==> config.mk <==
export PLATFORM = sky130hd
export DESIGN_NAME = periph_top
export DESIGN_NICKNAME = d
export VERILOG_FILES = /design/src/design/soc_map_pkg.sv /design/src/design/soc_regs_pkg.sv /design/src/design/bus_decode.sv /design/src/design/timer.sv /design/src/design/gpio.sv /design/src/design/irq_ctrl.sv /design/src/design/periph_top.sv
export SDC_FILE = /design/constraint.sdc
export NUM_CORES = 1
export LEC_CHECK = 0
export ABC_AREA = 1
export BUFFER_PORTS_ARGS = -buffer_cell sky130_fd_sc_hd__buf_2
export CAP_MARGIN = 20
export CORE_UTILIZATION = 50
export DETAILED_ROUTE_END_ITERATION = 8
export PLACE_DENSITY = 0.75
export SYNTH_ARGS = -nofsm -noshare
export SYNTH_HDL_FRONTEND = slang
export SYNTH_HIERARCHICAL = 1
export SYNTH_SLANG_ARGS = --single-unit
==> constraint.sdc <==
create_clock -name ck -period 1.67 [get_ports ck]
set_clock_uncertainty 0.1 [all_clocks]
set_input_delay 0.167 -clock ck [delete_from_list [all_inputs] [get_ports ck]]
set_output_delay 0.167 -clock ck [all_outputs]
set_load 0.02 [all_outputs]
==> src/design/soc_map_pkg.sv <==
package soc_map_pkg;

    // Device select bytes, compared against address bits 31:24
    localparam logic [7:0] GPIO_BASE  = 8'h40;
    localparam logic [7:0] IRQ_BASE   = 8'h80;
    localparam logic [7:0] TIMER_BASE = 8'hc0;

    // Bit position of the device byte within the bus address
    localparam int DEV_SHIFT = 24;

    // Device addressed by the transfer in progress
    // DEV_NONE covers both idle and an unmapped address byte
    typedef enum logic [1:0] {
        DEV_NONE,
        DEV_TIMER,
        DEV_GPIO,
        DEV_IRQ
    } dev_e;

endpackage

==> src/design/soc_regs_pkg.sv <==
package soc_regs_pkg;

    // Register index, taken from address bits 3:2 in every device

    // Timer registers
    typedef enum logic [1:0] {
        TMR_COUNT = 2'd0,
        TMR_CMP   = 2'd1,
        TMR_CTRL  = 2'd2
    } timer_reg_e;

    // GPIO registers
    typedef enum logic [1:0] {
        GPIO_OUT  = 2'd0,
        GPIO_IN   = 2'd1,
        GPIO_CAPT = 2'd2
    } gpio_reg_e;

    // Interrupt controller registers
    typedef enum logic [1:0] {
        IRQ_PEND = 2'd0,
        IRQ_EN   = 2'd1
    } irq_reg_e;

    // Width of the GPIO port
    localparam int GPIO_W = 8;

    // Interrupt sources and their pending bit positions
    localparam int IRQ_N     = 2;
    localparam int IRQ_TIMER = 0;
    localparam int IRQ_GPIO  = 1;

endpackage

==> src/design/bus_decode.sv <==
`timescale 1ns/1ns

module bus_decode (
    input  logic       ck,
    input  logic       RESET_LOOP,
    input  logic       i_cyc,
    input  logic [7:0] i_adr_dev,
    output logic       o_ack,
    output logic       o_timer_sel,
    output logic       o_gpio_sel,
    output logic       o_irq_sel
);
    import soc_map_pkg::*;

    dev_e dev_hit;
    dev_e dev_q;
    logic ack_q;

    // Address byte to device
    always_comb begin
        case (i_adr_dev)
            TIMER_BASE: dev_hit = DEV_TIMER;
            GPIO_BASE:  dev_hit = DEV_GPIO;
            IRQ_BASE:   dev_hit = DEV_IRQ;
            default:    dev_hit = DEV_NONE;
        endcase
    end

    // A transfer is taken only when no ack is in flight.
    // The master still holds cyc during the ack cycle, so this gives
    // exactly one ack per transfer
    always_ff @(posedge ck) begin
        if (RESET_LOOP) begin
            ack_q <= 1'b0;
            dev_q <= DEV_NONE;
        end else if (i_cyc && !ack_q) begin
            ack_q <= 1'b1;
            dev_q <= dev_hit;
        end else begin
            ack_q <= 1'b0;
            dev_q <= DEV_NONE;
        end
    end

    assign o_ack = ack_q;

    // Unmapped bytes leave dev_q at DEV_NONE, acked with no select
    assign o_timer_sel = (dev_q == DEV_TIMER);
    assign o_gpio_sel  = (dev_q == DEV_GPIO);
    assign o_irq_sel   = (dev_q == DEV_IRQ);

endmodule

==> src/design/timer.sv <==
`timescale 1ns/1ns

module timer (
    input  logic                     ck,
    input  logic                     RESET_LOOP,
    input  logic                     i_sel,
    input  logic                     i_we,
    input  soc_regs_pkg::timer_reg_e i_reg,
    input  logic [31:0]              i_dat,
    output logic [31:0]              o_rdt,
    output logic                     o_timer_irq
);
    import soc_regs_pkg::*;

    logic [31:0] count_q;
    logic [31:0] cmp_q;
    logic        en_q;
    logic        irq_q;
    logic        wr;

    assign wr = i_sel && i_we;

    // Free-running counter, loaded by a write to TMR_COUNT
    always_ff @(posedge ck) begin
        if (RESET_LOOP) begin
            count_q <= '0;
        end else if (wr && (i_reg == TMR_COUNT)) begin
            count_q <= i_dat;
        end else if (en_q) begin
            count_q <= count_q + 32'd1;
        end
    end

    // Compare value and enable bit
    always_ff @(posedge ck) begin
        if (RESET_LOOP) begin
            cmp_q <= '0;
            en_q  <= 1'b0;
        end else if (wr) begin
            if (i_reg == TMR_CMP) begin
                cmp_q <= i_dat;
            end
            if (i_reg == TMR_CTRL) begin
                en_q <= i_dat[0];
            end
        end
    end

    // Level interrupt, held while the count has reached the compare
    always_ff @(posedge ck) begin
        if (RESET_LOOP) begin
            irq_q <= 1'b0;
        end else begin
            irq_q <= en_q && (count_q >= cmp_q);
        end
    end

    assign o_timer_irq = irq_q;

    // Read data is zero unless this device is selected
    always_comb begin
        o_rdt = '0;
        if (i_sel) begin
            case (i_reg)
                TMR_COUNT: o_rdt = count_q;
                TMR_CMP:   o_rdt = cmp_q;
                TMR_CTRL:  o_rdt = {31'd0, en_q};
                default:   o_rdt = '0;
            endcase
        end
    end

endmodule

==> src/design/gpio.sv <==
`timescale 1ns/1ns

module gpio (
    input  logic                              ck,
    input  logic                              RESET_LOOP,
    input  logic                              i_sel,
    input  logic                              i_we,
    input  soc_regs_pkg::gpio_reg_e           i_reg,
    input  logic [31:0]                       i_dat,
    input  logic [soc_regs_pkg::GPIO_W-1:0]   i_pins,
    output logic [31:0]                       o_rdt,
    output logic [soc_regs_pkg::GPIO_W-1:0]   o_pins,
    output logic                              o_gpio_irq
);
    import soc_regs_pkg::*;

    logic [GPIO_W-1:0] out_q;
    logic [GPIO_W-1:0] sync1_q;
    logic [GPIO_W-1:0] sync2_q;
    logic [GPIO_W-1:0] prev_q;
    logic [GPIO_W-1:0] capt_q;
    logic [GPIO_W-1:0] rise;
    logic [GPIO_W-1:0] clr;
    logic              irq_q;
    logic              wr;

    assign wr = i_sel && i_we;

    // Two-flop synchroniser, then one more stage for edge detection
    always_ff @(posedge ck) begin
        if (RESET_LOOP) begin
            sync1_q <= '0;
            sync2_q <= '0;
            prev_q  <= '0;
        end else begin
            sync1_q <= i_pins;
            sync2_q <= sync1_q;
            prev_q  <= sync2_q;
        end
    end

    assign rise = sync2_q & ~prev_q;
    assign clr  = (wr && (i_reg == GPIO_CAPT)) ? i_dat[GPIO_W-1:0] : '0;

    always_ff @(posedge ck) begin
        if (RESET_LOOP) begin
            out_q  <= '0;
            capt_q <= '0;
            irq_q  <= 1'b0;
        end else begin
            if (wr && (i_reg == GPIO_OUT)) begin
                out_q <= i_dat[GPIO_W-1:0];
            end
            // Set wins over a clear in the same cycle
            capt_q <= (capt_q & ~clr) | rise;
            irq_q  <= |capt_q;
        end
    end

    assign o_pins     = out_q;
    assign o_gpio_irq = irq_q;

    always_comb begin
        o_rdt = '0;
        if (i_sel) begin
            case (i_reg)
                GPIO_OUT:  o_rdt = {{(32-GPIO_W){1'b0}}, out_q};
                GPIO_IN:   o_rdt = {{(32-GPIO_W){1'b0}}, sync2_q};
                GPIO_CAPT: o_rdt = {{(32-GPIO_W){1'b0}}, capt_q};
                default:   o_rdt = '0;
            endcase
        end
    end

endmodule

==> src/design/irq_ctrl.sv <==
`timescale 1ns/1ns

module irq_ctrl (
    input  logic                   ck,
    input  logic                   RESET_LOOP,
    input  logic                   i_sel,
    input  logic                   i_we,
    input  soc_regs_pkg::irq_reg_e i_reg,
    input  logic [31:0]            i_dat,
    input  logic                   i_timer_irq,
    input  logic                   i_gpio_irq,
    output logic [31:0]            o_rdt,
    output logic                   o_irq
);
    import soc_regs_pkg::*;

    logic [IRQ_N-1:0] pend;
    logic [IRQ_N-1:0] en_q;
    logic             irq_q;

    // Pending is the live level of each source, not latched
    always_comb begin
        pend            = '0;
        pend[IRQ_TIMER] = i_timer_irq;
        pend[IRQ_GPIO]  = i_gpio_irq;
    end

    // Enable mask, read/write
    always_ff @(posedge ck) begin
        if (RESET_LOOP) begin
            en_q <= '0;
        end else if (i_sel && i_we && (i_reg == IRQ_EN)) begin
            en_q <= i_dat[IRQ_N-1:0];
        end
    end

    // Combined request, one cycle behind pending and enable
    always_ff @(posedge ck) begin
        if (RESET_LOOP) begin
            irq_q <= 1'b0;
        end else begin
            irq_q <= |(pend & en_q);
        end
    end

    assign o_irq = irq_q;

    always_comb begin
        o_rdt = '0;
        if (i_sel) begin
            case (i_reg)
                IRQ_PEND: o_rdt = {{(32-IRQ_N){1'b0}}, pend};
                IRQ_EN:   o_rdt = {{(32-IRQ_N){1'b0}}, en_q};
                default:  o_rdt = '0;
            endcase
        end
    end

endmodule

==> src/design/periph_top.sv <==
`timescale 1ns/1ns

module periph_top (
    input  logic                            ck,
    input  logic                            RESET_LOOP,
    input  logic                            i_cyc,
    input  logic                            i_we,
    input  logic [31:0]                     i_adr,
    input  logic [31:0]                     i_dat,
    output logic                            o_ack,
    output logic [31:0]                     o_rdt,
    input  logic [soc_regs_pkg::GPIO_W-1:0] i_gpio,
    output logic [soc_regs_pkg::GPIO_W-1:0] o_gpio,
    output logic                            o_irq
);
    import soc_map_pkg::*;
    import soc_regs_pkg::*;

    logic [7:0]  adr_dev;
    logic [1:0]  adr_reg;
    logic        timer_sel;
    logic        gpio_sel;
    logic        irq_sel;
    logic [31:0] timer_rdt;
    logic [31:0] gpio_rdt;
    logic [31:0] irq_rdt;
    logic        timer_irq;
    logic        gpio_irq;

    // Device byte on top, word index in bits 3:2
    assign adr_dev = i_adr[DEV_SHIFT +: 8];
    assign adr_reg = i_adr[3:2];

    bus_decode bus_decode_inst (
        .ck          (ck),
        .RESET_LOOP  (RESET_LOOP),
        .i_cyc       (i_cyc),
        .i_adr_dev   (adr_dev),
        .o_ack       (o_ack),
        .o_timer_sel (timer_sel),
        .o_gpio_sel  (gpio_sel),
        .o_irq_sel   (irq_sel)
    );

    timer timer_inst (
        .ck          (ck),
        .RESET_LOOP  (RESET_LOOP),
        .i_sel       (timer_sel),
        .i_we        (i_we),
        .i_reg       (timer_reg_e'(adr_reg)),
        .i_dat       (i_dat),
        .o_rdt       (timer_rdt),
        .o_timer_irq (timer_irq)
    );

    gpio gpio_inst (
        .ck         (ck),
        .RESET_LOOP (RESET_LOOP),
        .i_sel      (gpio_sel),
        .i_we       (i_we),
        .i_reg      (gpio_reg_e'(adr_reg)),
        .i_dat      (i_dat),
        .i_pins     (i_gpio),
        .o_rdt      (gpio_rdt),
        .o_pins     (o_gpio),
        .o_gpio_irq (gpio_irq)
    );

    irq_ctrl irq_ctrl_inst (
        .ck          (ck),
        .RESET_LOOP  (RESET_LOOP),
        .i_sel       (irq_sel),
        .i_we        (i_we),
        .i_reg       (irq_reg_e'(adr_reg)),
        .i_dat       (i_dat),
        .i_timer_irq (timer_irq),
        .i_gpio_irq  (gpio_irq),
        .o_rdt       (irq_rdt),
        .o_irq       (o_irq)
    );

    // Each device drives zero when unselected
    assign o_rdt = timer_rdt | gpio_rdt | irq_rdt;

endmodule

# Yosys cells after proc, flatten, opt, wreduce, memory -nomap -nowiden
# Index checks and enable logic that the tools add are counted.
# W data, S select, Z words.
[op_classes] add_sub_neg=1 multipliers=0 div_mod_pow=0 magnitude_cmp=1 eq_ne=8 n_shift=0 mux=11 bitwise=9 n_reduce_logical=17
[ops] cell="$mux W32" n=5
[ops] cell="$pmux W32 S3" n=1
[ops] cell="$or A32 B32 Y32" n=2
[ops] cell="$add A32 B1 Y32 const B" n=1
[ops] cell="$ge A32 B32 Y1" n=1
[ops] cell="$pmux W8 S3" n=1
[ops] cell="$and A8 B8 Y8" n=2
[ops] cell="$eq A8 B8 Y1 const B" n=2
[ops] cell="$not A8 Y8" n=2
[ops] cell="$logic_and A1 B1 Y1" n=9
[ops] cell="$eq A8 B7 Y1 const B" n=1
[ops] cell="$mux W8" n=1
[ops] cell="$or A8 B8 Y8" n=1
[ops] cell="$reduce_or A8 Y1" n=1
[ops] cell="$eq A2 B2 Y1 const B" n=3
[ops] cell="$pmux W2 S3" n=1
[ops] cell="$eq A2 B1 Y1 const B" n=2
[ops] cell="$pmux W2 S2" n=1
[ops] cell="$reduce_and A2 Y1" n=2
[ops] cell="$reduce_or A2 Y1" n=2
[ops] cell="$and A2 B2 Y2" n=1
[ops] cell="$logic_not A2 Y1" n=1
[ops] cell="$reduce_bool A2 Y1" n=1
[ops] cell="$logic_not A1 Y1" n=1
[ops] cell="2 further kinds" n=2
[word_totals] register_bits=113 latchBits=0 mem_bits_rw=0 romBits=0 input_bits=76 out_inout_bits=42 memories=0

# Depth between registers and ports, before layout
[logic_depth] depth_word=7 depth_mapped=12 depth_no_buf=12

# Hierarchy
# Netlist, hierarchy kept.
[by_module_without_submodules] mod="timer" instances=1 cells_per_inst=748 area_each_um2=4643.2
[by_module_without_submodules] mod="gpio" instances=1 cells_per_inst=283 area_each_um2=1926.8
[by_module_without_submodules] mod="irq_ctrl" instances=1 cells_per_inst=62 area_each_um2=412.9
[by_module_without_submodules] mod="periph_top" instances=1 cells_per_inst=96 area_each_um2=360.3
[by_module_without_submodules] mod="bus_decode" instances=1 cells_per_inst=27 area_each_um2=156.4

# Worst setup path before layout
# OpenSTA, ideal clock, no wires.
[synth_path] path_kind="register to register" start="register bus_decode_inst.dev_q[0]" end="register timer_inst.count_q[11]" setup_ns=0.128 arrival_ns=1.368 t_required_ns=1.442 slack_ns=0.074 path_stages_with_launch=12 path_buffers=1 path_cell_list="dfxtp_1 > inv_1 > nor2_1 > nand2_1 > inv_1 > nand2_4 > nand2_4 > inv_2 > buf_4 > a22o_1 > a21oi_1 > nor2_1"
[synth_between] elab_chain_cells=4 elab_cells_between_ends=5
[synth_lines] item="from (decl)" line_no="bus_decode.sv:16" rtl="dev_e dev_q;"
[synth_lines] item="from (signal assigned)" line_no="bus_decode.sv:38" rtl="dev_q <= dev_hit;"
[synth_lines] item="$eq A2 B1 Y1 *" line_no="bus_decode.sv:48" rtl="assign o_timer_sel = (dev_q == DEV_TIMER);"
[synth_lines] item="via timer_sel" line_no="periph_top.sv:21" rtl="logic timer_sel;"
[synth_lines] item="$logic_and A1 B1 Y1 *" line_no="timer.sv:21" rtl="assign wr = i_sel && i_we;"
[synth_lines] item="$logic_and A1 B1 Y1 *" line_no="timer.sv:27" rtl="end else if (wr && (i_reg == TMR_COUNT)) begin"
[synth_lines] item="$mux W32 or $reduce_bool A2 Y1 (tied branches)"
[synth_lines] item="to (signal assigned)" line_no="timer.sv:28" rtl="count_q <= i_dat;"
[synth_lines] item="to (signal assigned)" line_no="timer.sv:30" rtl="count_q <= count_q + 32'd1;"
[synth_lines] item="to (decl)" line_no="timer.sv:15" rtl="logic [31:0] count_q;"
# Mark *: on every way through the listed nets, which the timed path passes. The rest lies on a longest branch.
# A chain may end at the register's enable or synchronous reset.

# Final worst setup path
[layout_path] start="register bus_decode_inst.dev_q[0]" end="output o_rdt[3]"
[layout_between] elab_chain_cells=4 elab_cells_between_ends=6
[layout_lines] item="$eq A2 B1 Y1" line_no="bus_decode.sv:48"
[layout_lines] item="via timer_sel" line_no="periph_top.sv:21"
[layout_lines] item="$mux W32" line_no="timer.sv:63" rtl="if (i_sel) begin"
[layout_lines] item="via timer_rdt[3]" line_no="periph_top.sv:24" rtl="logic [31:0] timer_rdt;"
[layout_lines] item="$or A32 B32 Y32 (2 in series)" line_no="periph_top.sv:83" rtl="assign o_rdt = timer_rdt | gpio_rdt | irq_rdt;"
[layout_lines] item="to (decl)" line_no="periph_top.sv:11" rtl="output logic [31:0] o_rdt,"
# The timed path passes the listed nets, and every way through them passes these cells.

==> impl_metrics.tcl <==
set metrics [dict create \
    seqPwrFrac_pct 39.5 \
    clk-insertion-delay-late_ns 0.43 \
    period_needed_ns 1.874 \
    port_buffers 95 \
    drv_slew 0 \
    rsz0062_at_grt "true" \
    firstDrtPassIters 6 \
    pwr-share-comb_pct 9.3 \
    clockBufferDepth 2 \
    power.leakage_uw 0.004502 \
    synth.cell_area_um2 7500 \
    num_rows 44 \
    seqCellArea_um2 2308 \
    die_w_um 124.5 \
    numClockSinks 113 \
    grt_pass1_vias 7493 \
    syn_to_final_growth_pct 37.60 \
    dr_total_vias 7940 \
    reg2regPathDepth 13 \
    core-area_um2 14590 \
    mostFrequentLayoutCells "nand2_1 (300), inv_1 (181), nor2_1 (139), buf_4 (93), dfxtp_1 (88)" \
    routabilityCongestion 0.9263 \
    postSynthCellCount 1216 \
    grt_usage_pct 27.68 \
    rrSetupSlack_ns -0.01 \
    powerDensity_nw_per_um2 674.0 \
    period_share_pct 112.2 \
    post_drt_wl_per_cell_um 13.16 \
    cts_buffers 17 \
    required_ns 1.40 \
    hold_viol 0 \
    antenna_found_initial 0 \
    clkPwrFrac_pct 51.2 \
    max_cap_violations 0 \
    critical_path_arrival_ns 1.61 \
    hpwl_um 14670 \
    final_common_cell "nand2_1" \
    endpoint_kind "output port" \
    cts-root-buf "clkbuf_16" \
    place_inst 1529 \
    nNetsFinal 1539 \
    swShare_pct 24.65 \
    slowest_delay_ns 0.33 \
    reg2reg_to "timer_inst/count_q[30]$_SDFFE_PP0P_" \
    violations "setup timing" \
    whs_path_depth 4 \
    min_from "i_dat[1]" \
    critPathLaunchType "register" \
    final_area_um2 10320 \
    final_cells 1627 \
    h-tree-depth 4 \
    grt_overflow_total 0 \
    die_area_um2 15490 \
    synth.area.top_cells "dfxtp_1 (30%), nand2_1 (16%), inv_1 (9.6%)" \
    peakVddDrop_mv 0.7530 \
    drt-initial-drc-count 514 \
    r2r_start "timer_inst/count_q[0]$_SDFFE_PP0P_" \
    placed_area_um2 8492 \
    cts_tree "built" \
    seq_area_frac_synth_pct 30.16 \
    antenna_cells 0 \
    outcome "finished, violations left" \
    hold_class "in -> reg" \
    synth.avg_cell_area_um2 6.168 \
    vias_per_cell 4.880 \
    die_h_um 124.5 \
    ioPinCount 118 \
    crit_path_max_fanout 14 \
    fin_setup_tns_ns -4.340 \
    yosys_warnings 6 \
    clk_pin_slew_worst_paths_ns 0.06 \
    holdPathEnd "gpio_inst/capt_q[1]$_SDFF_PP0_" \
    synth_top_area_share_pct 30.16 \
    multi_input_area_um2 4499 \
    finalWirelength_um 21410 \
    crit_chain "inv_2 > nor2_4 > inv_4 > buf_12 > a21oi_2 > nor2_1 > nand2_1 > buf_6" \
    drc 0 \
    switching_power_uw 1715 \
    yosysTopAreaCell "dfxtp_1" \
    grt_pass1_wl_um 34600 \
    criticalPathCategory "reg -> out" \
    finalSetupViolations 34 \
    nFillCells 1154 \
    power_uw 6956 \
    fmax_mhz 533.6 \
    ys_types 31 \
    ant_nets 0 \
    drive_gt1_share_pct 25.71 \
    synth_seq_cells 113 \
    initial_core_util_pct 51.41 \
    grt_max_degree 41 \
    cp_slowest_cell "dfxtp_2" \
    setup_ws_ns -0.2042 \
    internal_power_uw 5241 \
]
[cells in the mapped netlist (all sizes together)]
| cell | count |
|---|---|
| a21oi | 111 |
| a221oi | 2 |
| a22o | 7 |
| a31oi | 2 |
| buf | 71 |
| clkbuf | 21 |
| conb | 2 |
| dfxtp | 113 |
| ha | 33 |
| inv | 199 |
| nand2 | 320 |
| nand3 | 64 |
| nand4 | 3 |
| nor2 | 180 |
| nor3 | 4 |
| o21a | 3 |
| o21ai | 62 |
| o21bai | 1 |
| or2 | 2 |
| xnor2 | 1 |
| xor2 | 15 |
[layout make-up]
type / count / share of cell area [%]
Clock buffer: 19 / 4.292
Clock inverter: 13 / 1.346
Inverter: 199 / 7.396
Multi-Input combinational cell: 864 / 43.60
Sequential cell: 113 / 22.37
Tap cell: 184 / 2.231
Timing Repair Buffer: 235 / 18.77
[worst max-delay path, delay by kind of cell (launching register included)]
kind	cells	cell delay, ns
flip-flops	1	0.33
AO/OA/AOI/OAI	1	0.13
buffers and inverters	4	0.41
AND/OR/NAND/NOR	3	0.29
[through the flow]
stage / hold slack, ns / utilization (%) / setup WS [ns]
2_1_floorplan: 0.1361 / - / 0.07427
3_3_place_gp: 0.2658 / 58.21 / -0.05456
3_5_place_dp: 0.2739 / 58.21 / -0.05814
4_1_cts: 0.007958 / 67.47 / -0.1690
5_1_grt: 0.05500 / 70.74 / -0.2717
6_report: 0.02351 / 70.74 / -0.2042
[logic make-up after synthesis]
family / Yosys count / share of synthesized area (%)
and+or+nand+nor: 573 / 31.11
buffers and inverters: 291 / 18.08
AOI/OAI and AO/OA: 188 / 13.16
DFF: 113 / 30.16
adders and majority gates: 33 / 5.506
xor gates and xnor gates: 16 / 1.869
other: 2 / 0.1001
[timing repair]
item	CTS	global route
buffers inserted	4	14
gates resized for setup	93	114
endpoints found under the setup margin	46	78
pin swaps	9	36
endpoints found under the hold margin	63	0
gates cloned	1	0
hold buffers	48	0
[metal layers]
metal | global-route usage, % | vias to the layer above | part of all wire [%]
met5 | 0 | - | 0
li1 | - | 4084 | -
met4 | 13.75 | 0 | 3.3
met1 | 30.60 | 3600 | 41
met3 | 5.155 | 52 | 4.1
met2 | 50.31 | 204 | 52
[sequential cells by signal, summed over array words and instances (netlist names), 2 cells and up]
signal / count
gpio_inst/prev_q: 8
gpio_inst/capt_q: 8
gpio_inst/o_pins: 8
timer_inst/count_q: 32
bus_decode_inst/dev_q: 2
irq_ctrl_inst/en_q: 2
gpio_inst/sync1_q: 8
timer_inst/cmp_q: 32
gpio_inst/sync2_q: 8
[how the worst max path moves through the flow]
stage / endpoint / slack, ns / startpoint
2_1_floorplan: timer_inst/count_q[11]$_SDFFE_PP0P_ / 0.07 / bus_decode_inst/dev_q[0]$_SDFF_PP0_
3_3_place_gp: timer_inst/count_q[31]$_SDFFE_PP0P_ / -0.05 / timer_inst/count_q[4]$_SDFFE_PP0P_
3_5_place_dp: timer_inst/count_q[22]$_SDFFE_PP0P_ / -0.06 / timer_inst/count_q[1]$_SDFFE_PP0P_
4_1_cts: o_rdt[6] / -0.17 / bus_decode_inst/dev_q[0]$_SDFF_PP0_
5_1_grt: o_rdt[2] / -0.27 / bus_decode_inst/dev_q[0]$_SDFF_PP0_
6_report: o_rdt[3] / -0.20 / bus_decode_inst/dev_q[0]$_SDFF_PP0_
[power groups by stage]
stage	sequential [µW]	combinational (µW)	clock, µW
after floorplan	2810	380	0
after CTS	2760	631	3600
after detailed placement	2810	514	0
after global placement	2810	507	0
final	2750	644	3560
after global routing	2750	707	3730
No activity file was read; power rests on OpenSTA's default activity.
